===== src/usb_in_pkg.sv =====
/* USB IN path shared definitions
   PID codes, endpoint and packet widths, handshake timeout */

`default_nettype none

package usb_in_pkg;

  //////////////////////////////////////////////////////////////////////////////
  // Sizes
  //////////////////////////////////////////////////////////////////////////////

  localparam int NUM_IN_EPS         = 4;   // Implemented IN endpoints
  localparam int MAX_PKT_BYTES      = 16;  // Buffer bytes per endpoint
  localparam int EP_IDX_W           = $clog2(NUM_IN_EPS);
  localparam int PKT_ADDR_W         = $clog2(MAX_PKT_BYTES);

  // About 18 bit times at 4 clocks per bit
  localparam int ACK_TIMEOUT_CYCLES = 73;
  localparam int ACK_CNT_W          = $clog2(ACK_TIMEOUT_CYCLES + 1);

  //////////////////////////////////////////////////////////////////////////////
  // Types
  //////////////////////////////////////////////////////////////////////////////

  typedef logic [3:0]              ep_num_t;    // Endpoint field of a token
  typedef logic [EP_IDX_W-1:0]     ep_idx_t;    // Implemented endpoint only
  typedef logic [6:0]              dev_addr_t;
  typedef logic [PKT_ADDR_W-1:0]   pkt_addr_t;  // Byte offset in a packet
  typedef logic [PKT_ADDR_W:0]     pkt_len_t;   // 0 to MAX_PKT_BYTES
  typedef logic [NUM_IN_EPS-1:0]   ep_mask_t;   // One flag per endpoint
  typedef logic [ACK_CNT_W-1:0]    ack_cnt_t;
  typedef logic [3:0]              pid_t;       // Raw PID as on the ports

  // Low two bits give the PID type, upper two the subtype
  typedef enum logic [3:0] {
    PID_OUT   = 4'b0001,
    PID_IN    = 4'b1001,
    PID_SETUP = 4'b1101,
    PID_DATA0 = 4'b0011,
    PID_DATA1 = 4'b1011,
    PID_ACK   = 4'b0010,
    PID_NAK   = 4'b1010,
    PID_STALL = 4'b1110
  } usb_pid_e;

endpackage

`default_nettype wire


===== src/usb_rx_pkt_if.sv =====
/* Received packet bundle
   Decoded fields and strobes from the packet decoder */

`timescale 1ns/10ps
`default_nettype none

interface usb_rx_pkt_if;

  logic                   pkt_start;  // Start of a received packet
  logic                   pkt_end;    // Reception finished
  logic                   pkt_valid;  // Qualifies pkt_end
  usb_in_pkg::pid_t       pid;        // Fields of the most recent packet
  usb_in_pkg::dev_addr_t  addr;
  usb_in_pkg::ep_num_t    endp;

  // Top level side
  modport src (
    output pkt_start, pkt_end, pkt_valid, pid, addr, endp
  );

  // Protocol engine side
  modport pe (
    input  pkt_start, pkt_end, pkt_valid, pid, addr, endp
  );

endinterface

`default_nettype wire


===== src/usb_in_ep_if.sv =====
/* Engine to endpoint buffer link
   Endpoint select, byte fetch and transaction outcome */

`timescale 1ns/10ps
`default_nettype none

interface usb_in_ep_if;

  // Driven by the engine
  usb_in_pkg::ep_idx_t    cur_ep;     // Endpoint of the running transaction
  logic                   newpkt;     // New IN transaction started
  usb_in_pkg::pkt_addr_t  get_addr;   // Offset of the next byte
  logic                   xact_end;   // Host ACKed the packet
  logic                   rollback;   // Transaction failed, keep packet

  // Driven by the buffer
  usb_in_pkg::ep_mask_t   enabled;
  usb_in_pkg::ep_mask_t   stall;
  usb_in_pkg::ep_mask_t   has_data;   // Packet ready per endpoint
  logic [7:0]             data;       // Byte at cur_ep and get_addr
  logic                   data_done;  // get_addr reached packet length

  modport pe (
    output cur_ep, newpkt, get_addr, xact_end, rollback,
    input  enabled, stall, has_data, data, data_done
  );

  modport ep_buf (
    input  cur_ep, newpkt, get_addr, xact_end, rollback,
    output enabled, stall, has_data, data, data_done
  );

endinterface

`default_nettype wire


===== src/usb_in_pe.sv =====
/* USB full-speed IN protocol engine
   Answers IN tokens with DATA0/1, NAK or STALL, streams the payload to the
   transmitter and waits a bounded time for the host handshake */

`timescale 1ns/10ps
`default_nettype none

module usb_in_pe (
  input  logic                   clk_48mhz_i,
  input  logic                   rst_ni,
  input  logic                   link_reset_i,    // Bus reset seen on the link
  input  usb_in_pkg::dev_addr_t  dev_addr_i,
  usb_rx_pkt_if.pe               rx_i,
  usb_in_ep_if.pe                ep_o,
  output logic                   tx_pkt_start_o,  // Send a packet now
  output usb_in_pkg::pid_t       tx_pid_o,
  input  logic                   tx_pkt_end_i,    // Packet has left the PHY
  output logic                   tx_data_avail_o,
  input  logic                   tx_data_get_i,   // Transmitter took tx_data_o
  output logic [7:0]             tx_data_o,
  output usb_in_pkg::ep_mask_t   in_data_toggle_o,
  output logic                   event_timeout_o, // No handshake in time
  output logic                   event_nak_o      // Host NAKed our data
);

  typedef enum logic [2:0] {
    ST_IDLE,
    ST_RCVD_IN,        // Token accepted, pick a response
    ST_SEND_DATA,      // Payload streaming
    ST_WAIT_TX_END,
    ST_WAIT_HS_START,  // Timeout running
    ST_WAIT_HS
  } in_state_e;

  in_state_e state_q, state_d;

  //////////////////////////////////////////////////////////////////////////////
  // Token and handshake decode
  //////////////////////////////////////////////////////////////////////////////

  logic                  token_rcvd, in_token_rcvd, setup_token_rcvd;
  logic                  ack_rcvd, nak_rcvd;
  logic                  ep_in_hw, ep_active, in_starting;
  usb_in_pkg::ep_idx_t   ep_idx_d;  // Index taken from the token

  assign token_rcvd       = rx_i.pkt_end && rx_i.pkt_valid && (rx_i.addr == dev_addr_i);
  assign in_token_rcvd    = token_rcvd && (rx_i.pid == usb_in_pkg::PID_IN);
  assign setup_token_rcvd = token_rcvd && (rx_i.pid == usb_in_pkg::PID_SETUP);
  assign ack_rcvd = rx_i.pkt_end && rx_i.pkt_valid && (rx_i.pid == usb_in_pkg::PID_ACK);
  assign nak_rcvd = rx_i.pkt_end && rx_i.pkt_valid && (rx_i.pid == usb_in_pkg::PID_NAK);

  // Endpoint numbers past the last implemented one are ignored
  assign ep_in_hw  = rx_i.endp < usb_in_pkg::ep_num_t'(usb_in_pkg::NUM_IN_EPS);
  assign ep_idx_d  = rx_i.endp[usb_in_pkg::EP_IDX_W-1:0];
  assign ep_active = ep_in_hw && ep_o.enabled[ep_idx_d];

  // A new IN is only taken between transactions or in place of a handshake
  assign in_starting = in_token_rcvd && (state_q == ST_IDLE || state_q == ST_WAIT_HS);

  //////////////////////////////////////////////////////////////////////////////
  // Transaction capture
  //////////////////////////////////////////////////////////////////////////////

  usb_in_pkg::ep_idx_t   cur_ep_q;
  logic                  newpkt_q;
  logic                  has_data_q;  // Packet was ready at token time

  always_ff @(posedge clk_48mhz_i or negedge rst_ni) begin
    if (!rst_ni) begin
      cur_ep_q   <= '0;
      newpkt_q   <= 1'b0;
      has_data_q <= 1'b0;
    end else begin
      newpkt_q <= in_starting && ep_in_hw;  // One cycle pulse
      if (in_starting && ep_in_hw) begin
        cur_ep_q   <= ep_idx_d;
        has_data_q <= ep_o.has_data[ep_idx_d];
      end
    end
  end

  logic more_data;
  logic last_get;  // Byte at the top offset taken

  assign more_data       = has_data_q && !ep_o.data_done;
  assign tx_data_avail_o = (state_q == ST_SEND_DATA) && more_data;
  assign last_get        = tx_data_get_i && (&ep_o.get_addr);

  //////////////////////////////////////////////////////////////////////////////
  // Transaction FSM
  //////////////////////////////////////////////////////////////////////////////

  usb_in_pkg::ep_mask_t  toggle_q, toggle_d;
  usb_in_pkg::ack_cnt_t  cnt_q, cnt_d;
  logic                  xact_end, rollback;

  always_comb begin
    state_d        = state_q;
    tx_pkt_start_o = 1'b0;
    tx_pid_o       = usb_in_pkg::PID_NAK;
    xact_end       = 1'b0;
    rollback       = 1'b0;
    cnt_d          = usb_in_pkg::ack_cnt_t'(usb_in_pkg::ACK_TIMEOUT_CYCLES);  // Reload
    unique case (state_q)
      ST_IDLE: begin
        if (in_starting && ep_active) state_d = ST_RCVD_IN;  // Silent otherwise
      end
      ST_RCVD_IN: begin
        tx_pkt_start_o = 1'b1;
        if (ep_o.stall[cur_ep_q]) begin
          tx_pid_o = usb_in_pkg::PID_STALL;
          state_d  = ST_IDLE;
        end else if (has_data_q) begin
          tx_pid_o = toggle_q[cur_ep_q] ? usb_in_pkg::PID_DATA1 : usb_in_pkg::PID_DATA0;
          state_d  = ST_SEND_DATA;
        end else begin
          state_d  = ST_IDLE;  // NAK, nothing loaded
        end
      end
      ST_SEND_DATA: begin
        if (!more_data || last_get) begin
          state_d = tx_pkt_end_i ? ST_WAIT_HS_START : ST_WAIT_TX_END;
        end
      end
      ST_WAIT_TX_END: begin
        if (tx_pkt_end_i) state_d = ST_WAIT_HS_START;
      end
      ST_WAIT_HS_START: begin
        cnt_d = cnt_q - 1'b1;
        if (rx_i.pkt_start) begin
          state_d = ST_WAIT_HS;
        end else if (cnt_q == '0) begin
          state_d  = ST_IDLE;  // Host never answered
          rollback = 1'b1;
        end
      end
      ST_WAIT_HS: begin
        if (ack_rcvd) begin
          state_d  = ST_IDLE;
          xact_end = 1'b1;
        end else if (in_starting) begin
          // Handshake lost, host is already retrying
          state_d  = ep_active ? ST_RCVD_IN : ST_IDLE;
          rollback = 1'b1;
        end else if (rx_i.pkt_end) begin
          state_d  = ST_IDLE;  // NAK or any other packet
          rollback = 1'b1;
        end
      end
      default: state_d = ST_IDLE;
    endcase
  end

  always_ff @(posedge clk_48mhz_i or negedge rst_ni) begin
    if (!rst_ni) begin
      state_q <= ST_IDLE;
      cnt_q   <= usb_in_pkg::ack_cnt_t'(usb_in_pkg::ACK_TIMEOUT_CYCLES);
    end else if (link_reset_i) begin
      state_q <= ST_IDLE;
      cnt_q   <= usb_in_pkg::ack_cnt_t'(usb_in_pkg::ACK_TIMEOUT_CYCLES);
    end else begin
      state_q <= state_d;
      cnt_q   <= cnt_d;
    end
  end

  // Offset restarts for every response so a retry resends from byte 0
  always_ff @(posedge clk_48mhz_i or negedge rst_ni) begin
    if (!rst_ni) begin
      ep_o.get_addr <= '0;
    end else if (state_q == ST_IDLE || state_q == ST_RCVD_IN) begin
      ep_o.get_addr <= '0;
    end else if (state_q == ST_SEND_DATA && tx_data_get_i) begin
      ep_o.get_addr <= ep_o.get_addr + 1'b1;
    end
  end

  // One cycle behind get_addr
  always_ff @(posedge clk_48mhz_i) begin
    tx_data_o <= ep_o.data;
  end

  //////////////////////////////////////////////////////////////////////////////
  // Data toggles
  //////////////////////////////////////////////////////////////////////////////

  always_comb begin
    toggle_d = toggle_q;
    if (setup_token_rcvd && ep_active) begin
      toggle_d[ep_idx_d] = 1'b1;  // Data stage after SETUP starts with DATA1
    end else if (xact_end) begin
      toggle_d[cur_ep_q] = ~toggle_q[cur_ep_q];
    end
  end

  always_ff @(posedge clk_48mhz_i or negedge rst_ni) begin
    if (!rst_ni) begin
      toggle_q <= '0;
    end else if (link_reset_i) begin
      toggle_q <= '0;  // All endpoints back to DATA0
    end else begin
      toggle_q <= toggle_d;
    end
  end

  assign in_data_toggle_o = toggle_q;

  // Buffer side
  assign ep_o.cur_ep   = cur_ep_q;
  assign ep_o.newpkt   = newpkt_q;
  assign ep_o.xact_end = xact_end;
  assign ep_o.rollback = rollback;

  // Events
  assign event_timeout_o = rollback && (state_q == ST_WAIT_HS_START);
  assign event_nak_o     = nak_rcvd && (state_q == ST_WAIT_HS);

  state_legal_a : assert property (@(posedge clk_48mhz_i) disable iff (!rst_ni)
    state_q inside {ST_IDLE, ST_RCVD_IN, ST_SEND_DATA, ST_WAIT_TX_END,
                    ST_WAIT_HS_START, ST_WAIT_HS});

  // A response only follows an accepted IN token of the previous cycle
  pkt_start_in_rcvd_a : assert property (@(posedge clk_48mhz_i) disable iff (!rst_ni)
    tx_pkt_start_o |-> (state_q == ST_RCVD_IN) && $past(in_token_rcvd && ep_active));

endmodule

`default_nettype wire


===== src/usb_in_ep_buf.sv =====
/* IN endpoint packet buffer
   One packet per endpoint, ready flags, enable and stall config,
   combinational byte fetch for the protocol engine */

`timescale 1ns/10ps
`default_nettype none

module usb_in_ep_buf (
  input  logic                   clk_48mhz_i,
  input  logic                   rst_ni,
  input  logic                   wr_en_i,      // Software byte write
  input  usb_in_pkg::ep_idx_t    wr_ep_i,
  input  usb_in_pkg::pkt_addr_t  wr_addr_i,
  input  logic [7:0]             wr_data_i,
  input  logic                   set_ready_i,  // Mark a packet ready
  input  usb_in_pkg::ep_idx_t    set_ep_i,
  input  usb_in_pkg::pkt_len_t   set_len_i,
  input  usb_in_pkg::ep_mask_t   ep_enable_i,
  input  usb_in_pkg::ep_mask_t   ep_stall_i,
  usb_in_ep_if.ep_buf            buf_o,
  output usb_in_pkg::ep_mask_t   in_sent_o     // Packet delivered and ACKed
);

  //////////////////////////////////////////////////////////////////////////////
  // Storage
  //////////////////////////////////////////////////////////////////////////////

  logic [7:0]            mem_q [usb_in_pkg::NUM_IN_EPS][usb_in_pkg::MAX_PKT_BYTES];
  usb_in_pkg::pkt_len_t  len_q [usb_in_pkg::NUM_IN_EPS];
  usb_in_pkg::ep_mask_t  ready_q;
  usb_in_pkg::ep_mask_t  enable_q, stall_q;
  usb_in_pkg::ep_mask_t  in_sent_q;
  logic                  inflight_q;  // Current transaction carries our packet
  logic                  sent;

  assign sent = buf_o.xact_end && inflight_q;

  always_ff @(posedge clk_48mhz_i) begin
    if (wr_en_i) mem_q[wr_ep_i][wr_addr_i] <= wr_data_i;
  end

  // Ready flags and lengths
  always_ff @(posedge clk_48mhz_i or negedge rst_ni) begin
    if (!rst_ni) begin
      ready_q <= '0;
      len_q   <= '{default: '0};
    end else begin
      if (sent) ready_q[buf_o.cur_ep] <= 1'b0;  // Packet consumed
      if (set_ready_i) begin                    // Software load wins
        ready_q[set_ep_i] <= 1'b1;
        len_q[set_ep_i]   <= set_len_i;
      end
    end
  end

  // Endpoint configuration, all disabled out of reset
  always_ff @(posedge clk_48mhz_i or negedge rst_ni) begin
    if (!rst_ni) begin
      enable_q <= '0;
      stall_q  <= '0;
    end else begin
      enable_q <= ep_enable_i;
      stall_q  <= ep_stall_i;
    end
  end

  //////////////////////////////////////////////////////////////////////////////
  // Transaction tracking
  //////////////////////////////////////////////////////////////////////////////

  always_ff @(posedge clk_48mhz_i or negedge rst_ni) begin
    if (!rst_ni) begin
      inflight_q <= 1'b0;
    end else if (buf_o.newpkt) begin
      // Engine answers with data only for a ready, unstalled endpoint
      inflight_q <= ready_q[buf_o.cur_ep] && !stall_q[buf_o.cur_ep];
    end else if (buf_o.xact_end || buf_o.rollback) begin
      inflight_q <= 1'b0;  // Rollback keeps the packet for the retry
    end
  end

  always_ff @(posedge clk_48mhz_i or negedge rst_ni) begin
    if (!rst_ni) begin
      in_sent_q <= '0;
    end else begin
      in_sent_q <= sent ? usb_in_pkg::ep_mask_t'(1) << buf_o.cur_ep : '0;
    end
  end

  assign in_sent_o = in_sent_q;

  // Engine side
  assign buf_o.enabled   = enable_q;
  assign buf_o.stall     = stall_q;
  assign buf_o.has_data  = ready_q;
  assign buf_o.data      = mem_q[buf_o.cur_ep][buf_o.get_addr];
  assign buf_o.data_done = usb_in_pkg::pkt_len_t'(buf_o.get_addr) == len_q[buf_o.cur_ep];

  set_len_max_a : assert property (@(posedge clk_48mhz_i) disable iff (!rst_ni)
    set_ready_i |-> set_len_i <= usb_in_pkg::pkt_len_t'(usb_in_pkg::MAX_PKT_BYTES));

  // Engine only completes a transaction that started with this packet
  xact_end_inflight_a : assert property (@(posedge clk_48mhz_i) disable iff (!rst_ni)
    buf_o.xact_end |-> inflight_q);

endmodule

`default_nettype wire


===== src/usb_in_top.sv =====
/* USB IN path top level
   Bundles the decoder ports and links the engine with the packet buffer */

`timescale 1ns/10ps
`default_nettype none

module usb_in_top (
  input  logic                   clk_48mhz_i,
  input  logic                   rst_ni,
  input  logic                   link_reset_i,
  input  usb_in_pkg::dev_addr_t  dev_addr_i,
  // Packet decoder
  input  logic                   rx_pkt_start_i,
  input  logic                   rx_pkt_end_i,
  input  logic                   rx_pkt_valid_i,
  input  usb_in_pkg::pid_t       rx_pid_i,
  input  usb_in_pkg::dev_addr_t  rx_addr_i,
  input  usb_in_pkg::ep_num_t    rx_endp_i,
  // Packet encoder
  output logic                   tx_pkt_start_o,
  output usb_in_pkg::pid_t       tx_pid_o,
  input  logic                   tx_pkt_end_i,
  output logic                   tx_data_avail_o,
  input  logic                   tx_data_get_i,
  output logic [7:0]             tx_data_o,
  // Status and events
  output usb_in_pkg::ep_mask_t   in_data_toggle_o,
  output logic                   event_timeout_o,
  output logic                   event_nak_o,
  output usb_in_pkg::ep_mask_t   in_sent_o,
  // Software side of the buffer
  input  logic                   wr_en_i,
  input  usb_in_pkg::ep_idx_t    wr_ep_i,
  input  usb_in_pkg::pkt_addr_t  wr_addr_i,
  input  logic [7:0]             wr_data_i,
  input  logic                   set_ready_i,
  input  usb_in_pkg::ep_idx_t    set_ep_i,
  input  usb_in_pkg::pkt_len_t   set_len_i,
  input  usb_in_pkg::ep_mask_t   ep_enable_i,
  input  usb_in_pkg::ep_mask_t   ep_stall_i
);

  usb_rx_pkt_if rx_if ();
  usb_in_ep_if  ep_if ();

  assign rx_if.pkt_start = rx_pkt_start_i;
  assign rx_if.pkt_end   = rx_pkt_end_i;
  assign rx_if.pkt_valid = rx_pkt_valid_i;
  assign rx_if.pid       = rx_pid_i;
  assign rx_if.addr      = rx_addr_i;
  assign rx_if.endp      = rx_endp_i;

  usb_in_pe u_pe (
    .clk_48mhz_i, .rst_ni, .link_reset_i, .dev_addr_i,
    .rx_i (rx_if.pe),
    .ep_o (ep_if.pe),
    .tx_pkt_start_o, .tx_pid_o, .tx_pkt_end_i,
    .tx_data_avail_o, .tx_data_get_i, .tx_data_o,
    .in_data_toggle_o, .event_timeout_o, .event_nak_o
  );

  usb_in_ep_buf u_buf (
    .clk_48mhz_i, .rst_ni,
    .wr_en_i, .wr_ep_i, .wr_addr_i, .wr_data_i,
    .set_ready_i, .set_ep_i, .set_len_i,
    .ep_enable_i, .ep_stall_i,
    .buf_o (ep_if.ep_buf),
    .in_sent_o
  );

endmodule

`default_nettype wire


===== config.mk =====
export PLATFORM = sky130hd
export DESIGN_NAME = usb_in_top
export DESIGN_NICKNAME = d
export VERILOG_FILES = /design/src/usb_in_pkg.sv /design/src/usb_rx_pkt_if.sv /design/src/usb_in_ep_if.sv /design/src/usb_in_pe.sv /design/src/usb_in_ep_buf.sv /design/src/usb_in_top.sv
export SDC_FILE = /design/constraint.sdc
export NUM_CORES = 1
export LEC_CHECK = 0
export BUFFER_PORTS_ARGS = -buffer_cell sky130_fd_sc_hd__buf_2
export CAP_MARGIN = 20
export CORE_MARGIN = 4
export CORE_UTILIZATION = 49
export CTS_CLUSTER_SIZE = 20
export DETAILED_ROUTE_END_ITERATION = 8
export PLACE_DENSITY = 0.65
export SETUP_SLACK_MARGIN = 0.1
export SLEW_MARGIN = 20
export SYNTH_ARGS = -nofsm -noshare
export SYNTH_HDL_FRONTEND = slang
export SYNTH_SLANG_ARGS = --single-unit
export TNS_END_PERCENT = 20

===== constraint.sdc =====
create_clock -name clk_48mhz_i -period 2.8 [get_ports clk_48mhz_i]
set_input_delay 0.56 -clock clk_48mhz_i [delete_from_list [all_inputs] [get_ports clk_48mhz_i]]
set_output_delay 0.56 -clock clk_48mhz_i [all_outputs]
set_load 0.02 [all_outputs]

# Yosys cells after proc, flatten, opt, wreduce, memory -nomap -nowiden
# Memories as Yosys holds them, arrays and structs flattened.
# Index checks and enable logic that the tools add are counted.
# classes
addsub	2
bitwise_logic	9
muxes	69
order_cmp	13
shifts	1
n_eq_ne	16
reduce_logical	38
# ops
cell	count
$mux W128	1
$mux W4	12
$mux W3	11
$bmux W8 S4	1
$demux W8 S4	1
$logic_and A1 B1 Y1	24
$mux W8	3
$bwmux W20	1
$mux W1	20
$pmux W3 S6	1
$mux W5	3
$mux W7	2
$eq A4 B4 Y1 const B	3
$bmux W1 S2	5
$bmux W5 S2	1
$demux W5 S2	1
$ge A5 B5 Y1 const B	2
$not A4 Y5	2
$lt A2 B3 Y1 const B	3
$ne A3 B3 Y1 const B	3
$or A4 B4 Y4	2
$eq A7 B7 Y1	1
$logic_not A7 Y1	1
$sub A7 B1 Y7 const B	1
29 further kinds	43
# totals
reg_bits	67
elab_cells	166
mem_count	1
out_inout_bits	24
mem_bits_rw	512
inputBits	61
# memory_table
memory	words	word_bits	read_ports	rd_ports_with_merged_regs	write_ports	line	rtl
u_buf.mem_q	4	128	1	0	1	usb_in_ep_buf.sv:28	logic [7:0] mem_q [usb_in_pkg::NUM_IN_EPS][usb_in_pkg::MAX_PKT_BYTES];

# Logic depth before layout (Yosys ltp)
# depth
ltp_word	12
ltp_mapped	8
mapped_depth_nobuf	6

# By module
# A second synthesis with hierarchy kept.
# unflattened
hier_cells	1199
area_unflattened_um2	23223.5
# by_module_without_submodules
module	instances	seq_area_each_um2	area_per_inst_um2	cells_per_inst
usb_in_ep_buf	1	16300.6	21495.6	1024
usb_in_pe	1	714.4	1727.9	175

# Least setup slack after synthesis
# Ideal clock, no wire load.
# synth_timing
path_type	reg2out
from	register u_pe.cur_ep_q[1], in the netlist u_pe.ep_o.cur_ep[1]
to	output port tx_pid_o[3]
setup_slack_ns	0.254
stages_incl_launch_ff	6
n_path_buf	3
t_arrival_ns	1.986
cell_sequence	dfrtp_1 clkbuf_1 clkbuf_1 clkbuf_1 mux4_2 or3_1
# synth_between
elab_chain_cells	6
elab_cells_between_ends	8
classes_between	8 x mux
# synth_rtl
element	line	rtl
start: declaration	usb_in_pe.sv:64	usb_in_pkg::ep_idx_t cur_ep_q;
start signal: assignment	usb_in_pe.sv:76	cur_ep_q <= ep_idx_d;
$bmux W1 S2	usb_in_pe.sv:114	tx_pid_o = toggle_q[cur_ep_q] ? usb_in_pkg::PID_DATA1 : usb_in_pkg::PID_DATA0;
$mux W1 (not written as such)	usb_in_pe.sv:114	
$mux W4	usb_in_pe.sv:114	
$mux W4	usb_in_pe.sv:113	end else if (has_data_q) begin
$mux W4 (*)	usb_in_pe.sv:110	if (ep_o.stall[cur_ep_q]) begin
$mux W4 (*)	usb_in_pe.sv:104	unique case (state_q)
end: declaration	usb_in_top.sv:21	output usb_in_pkg::pid_t tx_pid_o,
# Mark *: on every way between the ends. The rest lies on a longest branch, timed or not. The select of a mux whose other input is x is not followed.

# Worst setup path after layout
# layout_timing
from	register u_pe.cur_ep_q[0], in the netlist u_pe.ep_o.cur_ep[0]
to	output port tx_data_avail_o
# layout_between
elab_chain_cells	8
# layout_rtl
element	line	rtl
$not A2 Y3 (not written as such)	usb_in_ep_buf.sv:97	assign buf_o.data_done = usb_in_pkg::pkt_len_t'(buf_o.get_addr) == len_q[buf_o.cur_ep];
$bmux W5 S2	usb_in_ep_buf.sv:97	
$mux W5 (not written as such) (2 in a row)	usb_in_ep_buf.sv:97	
$eq A4 B5 Y1	usb_in_ep_buf.sv:97	
$logic_not A1 Y1	usb_in_pe.sv:85	assign more_data = has_data_q && !ep_o.data_done;
$logic_and A1 B1 Y1	usb_in_pe.sv:85	
$logic_and A1 B1 Y1	usb_in_pe.sv:86	assign tx_data_avail_o = (state_q == ST_SEND_DATA) && more_data;
end: declaration	usb_in_top.sv:23	output logic tx_data_avail_o,
# No other way between the ends. The select of a mux whose other input is x is not followed.

==> results.md <==
* Status: finished with violations
* Failing checks: setup timing
* Die width at ~220 microns
* CTS tree: yes
* Worst vdd ir at ~0.59 mV
* IO buf count at between 80 and 90
* Yosys reg bits at roughly 580
* CTS buffer count at 56
* PnR worst setup slack at -0.259 ns
* Share of layout cells above drive strength 1 at 37.7%
* Nets at between 1k and 1.5k
* Hold Crit Start: ep_stall_i[3]
* YS warnings at 0
* Pin count of the biggest net entering global routing at between 60 and 70
* Skew-Pair Late Insertion Delay at 0.62 ns
* CP required at about 2.2 ns
* DRT iter0 DRCs at 1238
* H-tree levels at 2
* Worst Hold Class: in2reg
* Syn Inst Count at between 1k and 1.5k
* Final Setup Violations at 4
* CP Class: reg2out
* Asr flop ratio synth at just over 10%
* Total GRT Usage at between 20% and 30%
* Starting Density at between 50% and 60%
* DR pass1 iterations at 5
* DP Worst Slack at 0.0997 ns
* Initial antenna violation count at 4
* CTS root buffer: clkbuf_16
* Fin. Hold Viols at 0
* Antenna cell count at 0
* HPWL Detailed at about 33000 microns
* Slew HR at between 40% and 50%
* Wire per inst at between 20 and 30 microns
* Max-Cap Viols at 0
* CP max FO at 4
* Unrepaired setup endpoints after global routing: true
* Avg Cell Area, Syn at approximately 21 sq um
* Die area at 50300 sq um
* CTS Sinks at 579
* Pwr/cell area at between 600 and 700 nW/um^2
* Distinct cells, synth at 53
* Design Area, Final at about 27000 sq um
* Layout area overhead at 17.2%
* Fin util at 58.7%
* Worst-path clk slew at 0.06 ns
* Vias per inst at between 5 and 6
* Filler Cell Count at 3309
* Final ANT Viol Nets at 0
* Worst Hold Depth at 1
* Die Span Y at approximately 220 microns
* Setup_tns at -0.523 ns
* Core box area at 45800 sq um
* Via count at ~11k
* Register area at around 17000 sq um
* Placement Cell Area at roughly 25000 sq um
* Remaining DRCs at 0
* Achievable Freq at approximately 0.33 GHz
* Crit path capture type: primary output
* Num rows at 78
* Crit path launch: u_pe.ep_o.cur_ep[0]
* Worst Max-Slew Pin Slew at 0.862 ns
* Synthesized Nets at 1145
* CTS max path bufs at 3
* Prevailing post-synth register cell: edfxtp_1
* R2R depth at 7
* Seq/Total Area, Yosys at between 70% and 80%
* Period minus WS final at slightly above 3 ns
* First-pass GRT wire length at between 70000 and 80000 microns
* Final clock skew at 0.0230 ns
* Vias in the first global route at 11.6k
* Static Leak at between 8 and 9 nW
* RD Place Congestion at between 0.7 and 0.8
* Arrival @ worst endpoint at 2.50 ns
* CP startpoint kind: flip-flop
* Final Max Tran Viols at 0
* Grt ovf at 0
* Routed WL at ~50000 microns
* Period Utilization, post-route at 109%
* Reg2reg start: u_pe.ep_o.cur_ep[0]
* Multi-input gate area in the final layout at ~5600 sq um
* Synth Cell Area at 22900 sq um
* Io pins at between 80 and 90
* EDFF count, synth at 512
-- cell type report --
type	instances	share of cell area [%]
clock inverters	35	1.04
clock buffers	67	5.45
multi-input cells	434	20.9
flip-flops and latches	579	63.4
well taps	600	2.80
repair buffers	211	6.30
inverters	10	0.140
-- registers in the layout, summed over array words and instances (netlist names) --
register,count
u_pe.tx_data_o,8
u_buf.len_q,20
u_buf.mem_q,512
u_pe.cnt_q,7
u_pe.ep_o.newpkt,1
u_buf.in_sent_o,4
u_buf.inflight_q,1
u_buf.buf_o.enabled,4
u_pe.in_data_toggle_o,4
u_buf.buf_o.stall,4
u_pe.ep_o.cur_ep,2
u_pe.state_q,3
u_buf.buf_o.has_data,4
u_pe.ep_o.get_addr,4
u_pe.has_data_q,1
-- logic make-up (layout without fill, tap and decap cells) --
kind of cell | Yosys count | in the layout | share of synthesized area [%]
AO/OA/AOI/OAI | 36 | 36 | 1.10
XOR/XNOR | 17 | 17 | 0.650
adder cells (fa/ha/maj) | 3 | 3 | 0.164
buffers and inverters | 68 | 323 | 1.43
flip-flops | 579 | 579 | 74.3
multiplexers | 204 | 204 | 18.8
other | 1 | 1 | 0.0164
AND/OR/NAND/NOR | 173 | 173 | 3.60
-- metal layers --
metal	track usage, %	wire length, microns	vias to the layer above	share of wire, %
met4	6.03	1260	6	2.5
li1	-	-	4860	-
met3	4.70	4010	85	8.0
met5	0	40	-	0.079
met2	31.8	24500	417	49
met1	29.1	20600	5991	41
-- critical path, cell delays in order, from the launching register on --
cell and delay, ns:
dfrtp_4 0.51, buf_12 0.15, mux4_2 0.42, xor2_1 0.16
or3_4 0.37, nor2_2 0.08, nor2_1 0.05, buf_4 0.15
-- where the power goes --
part	total, mW	internal [mW]	switching [mW]
Clock	7.15	4.00	3.15
Sequential	9.55	9.51	0.0407
Combinational	0.486	0.185	0.301
Total	17.2	13.7	3.49
-- per-stage QoR --
step	total power, mW	hold slack [ns]	instances
final	17.2	0.0499	1936
after global placement	10.2	0.447	1818
after CTS	17.3	0.00887	1924
after global routing	17.8	0.0299	1936
after floorplan	9.90	0.264	1081
after detailed placement	10.2	0.448	1818
-- synthesized netlist by cell type (5+ instances only) --
master | number | area [sq um]
a21oi_1 | 5 | 25.0
a22o_1 | 5 | 43.8
buf_1 | 10 | 37.5
buf_2 | 6 | 30.0
buf_4 | 9 | 67.6
clkbuf_1 | 29 | 109
dfrtp_1 | 56 | 1400
dfxtp_1 | 8 | 160
edfxtp_1 | 512 | 15400
inv_1 | 10 | 37.5
mux2_2 | 24 | 270
mux4_2 | 178 | 4010
nand2_1 | 28 | 105
nand2b_1 | 7 | 43.8
nand3_1 | 7 | 35.0
nand3b_1 | 5 | 37.5
nor2_1 | 82 | 308
nor3_1 | 7 | 35.0
nor3b_1 | 5 | 37.5
nor4_1 | 5 | 31.3
o21ai_0 | 7 | 35.0
or3_1 | 5 | 31.3
xnor2_1 | 12 | 105
xor2_1 | 5 | 43.8
-- cells in the final DEF, fill, tap and decap left out, drive strengths merged, types with 5 or more instances in the layout --
master and n:
xor2 5, nand2b 7, nor4 5, buf 210, or3 5, a22o 5, edfxtp 512, clkinv 29
clkbuf 67, mux4 178, nand2 28, nor3b 5, inv 10, dfxtp 8, nor2 82, xnor2 12
nor3 8, dfrtp 56, o21ai 7, nand3 7, mux2 24, a21oi 5, nand3b 5
-- path summary, 6_finish.rpt --
check	endpoint	slack [ns]
max	tx_data_avail_o	-0.26
min	u_buf.buf_o.stall[3]	0.05
max reg2reg	u_pe.tx_data_o[4]	0
min reg2reg	u_buf.inflight_q	0.46
max in group asynchronous	u_pe.ep_o.cur_ep[0]	1.67
min in group asynchronous	u_pe.cnt_q[5]	0.51
-- repair_timing --
action	in CTS	in global routing
hold buffers	1	0
pin swaps	1	0
endpoints found under the hold margin	23	0
setup endpoints to repair	6	14
gates resized for setup	10	17
buffers inserted	3	12
(Power assumes the default switching activity.)
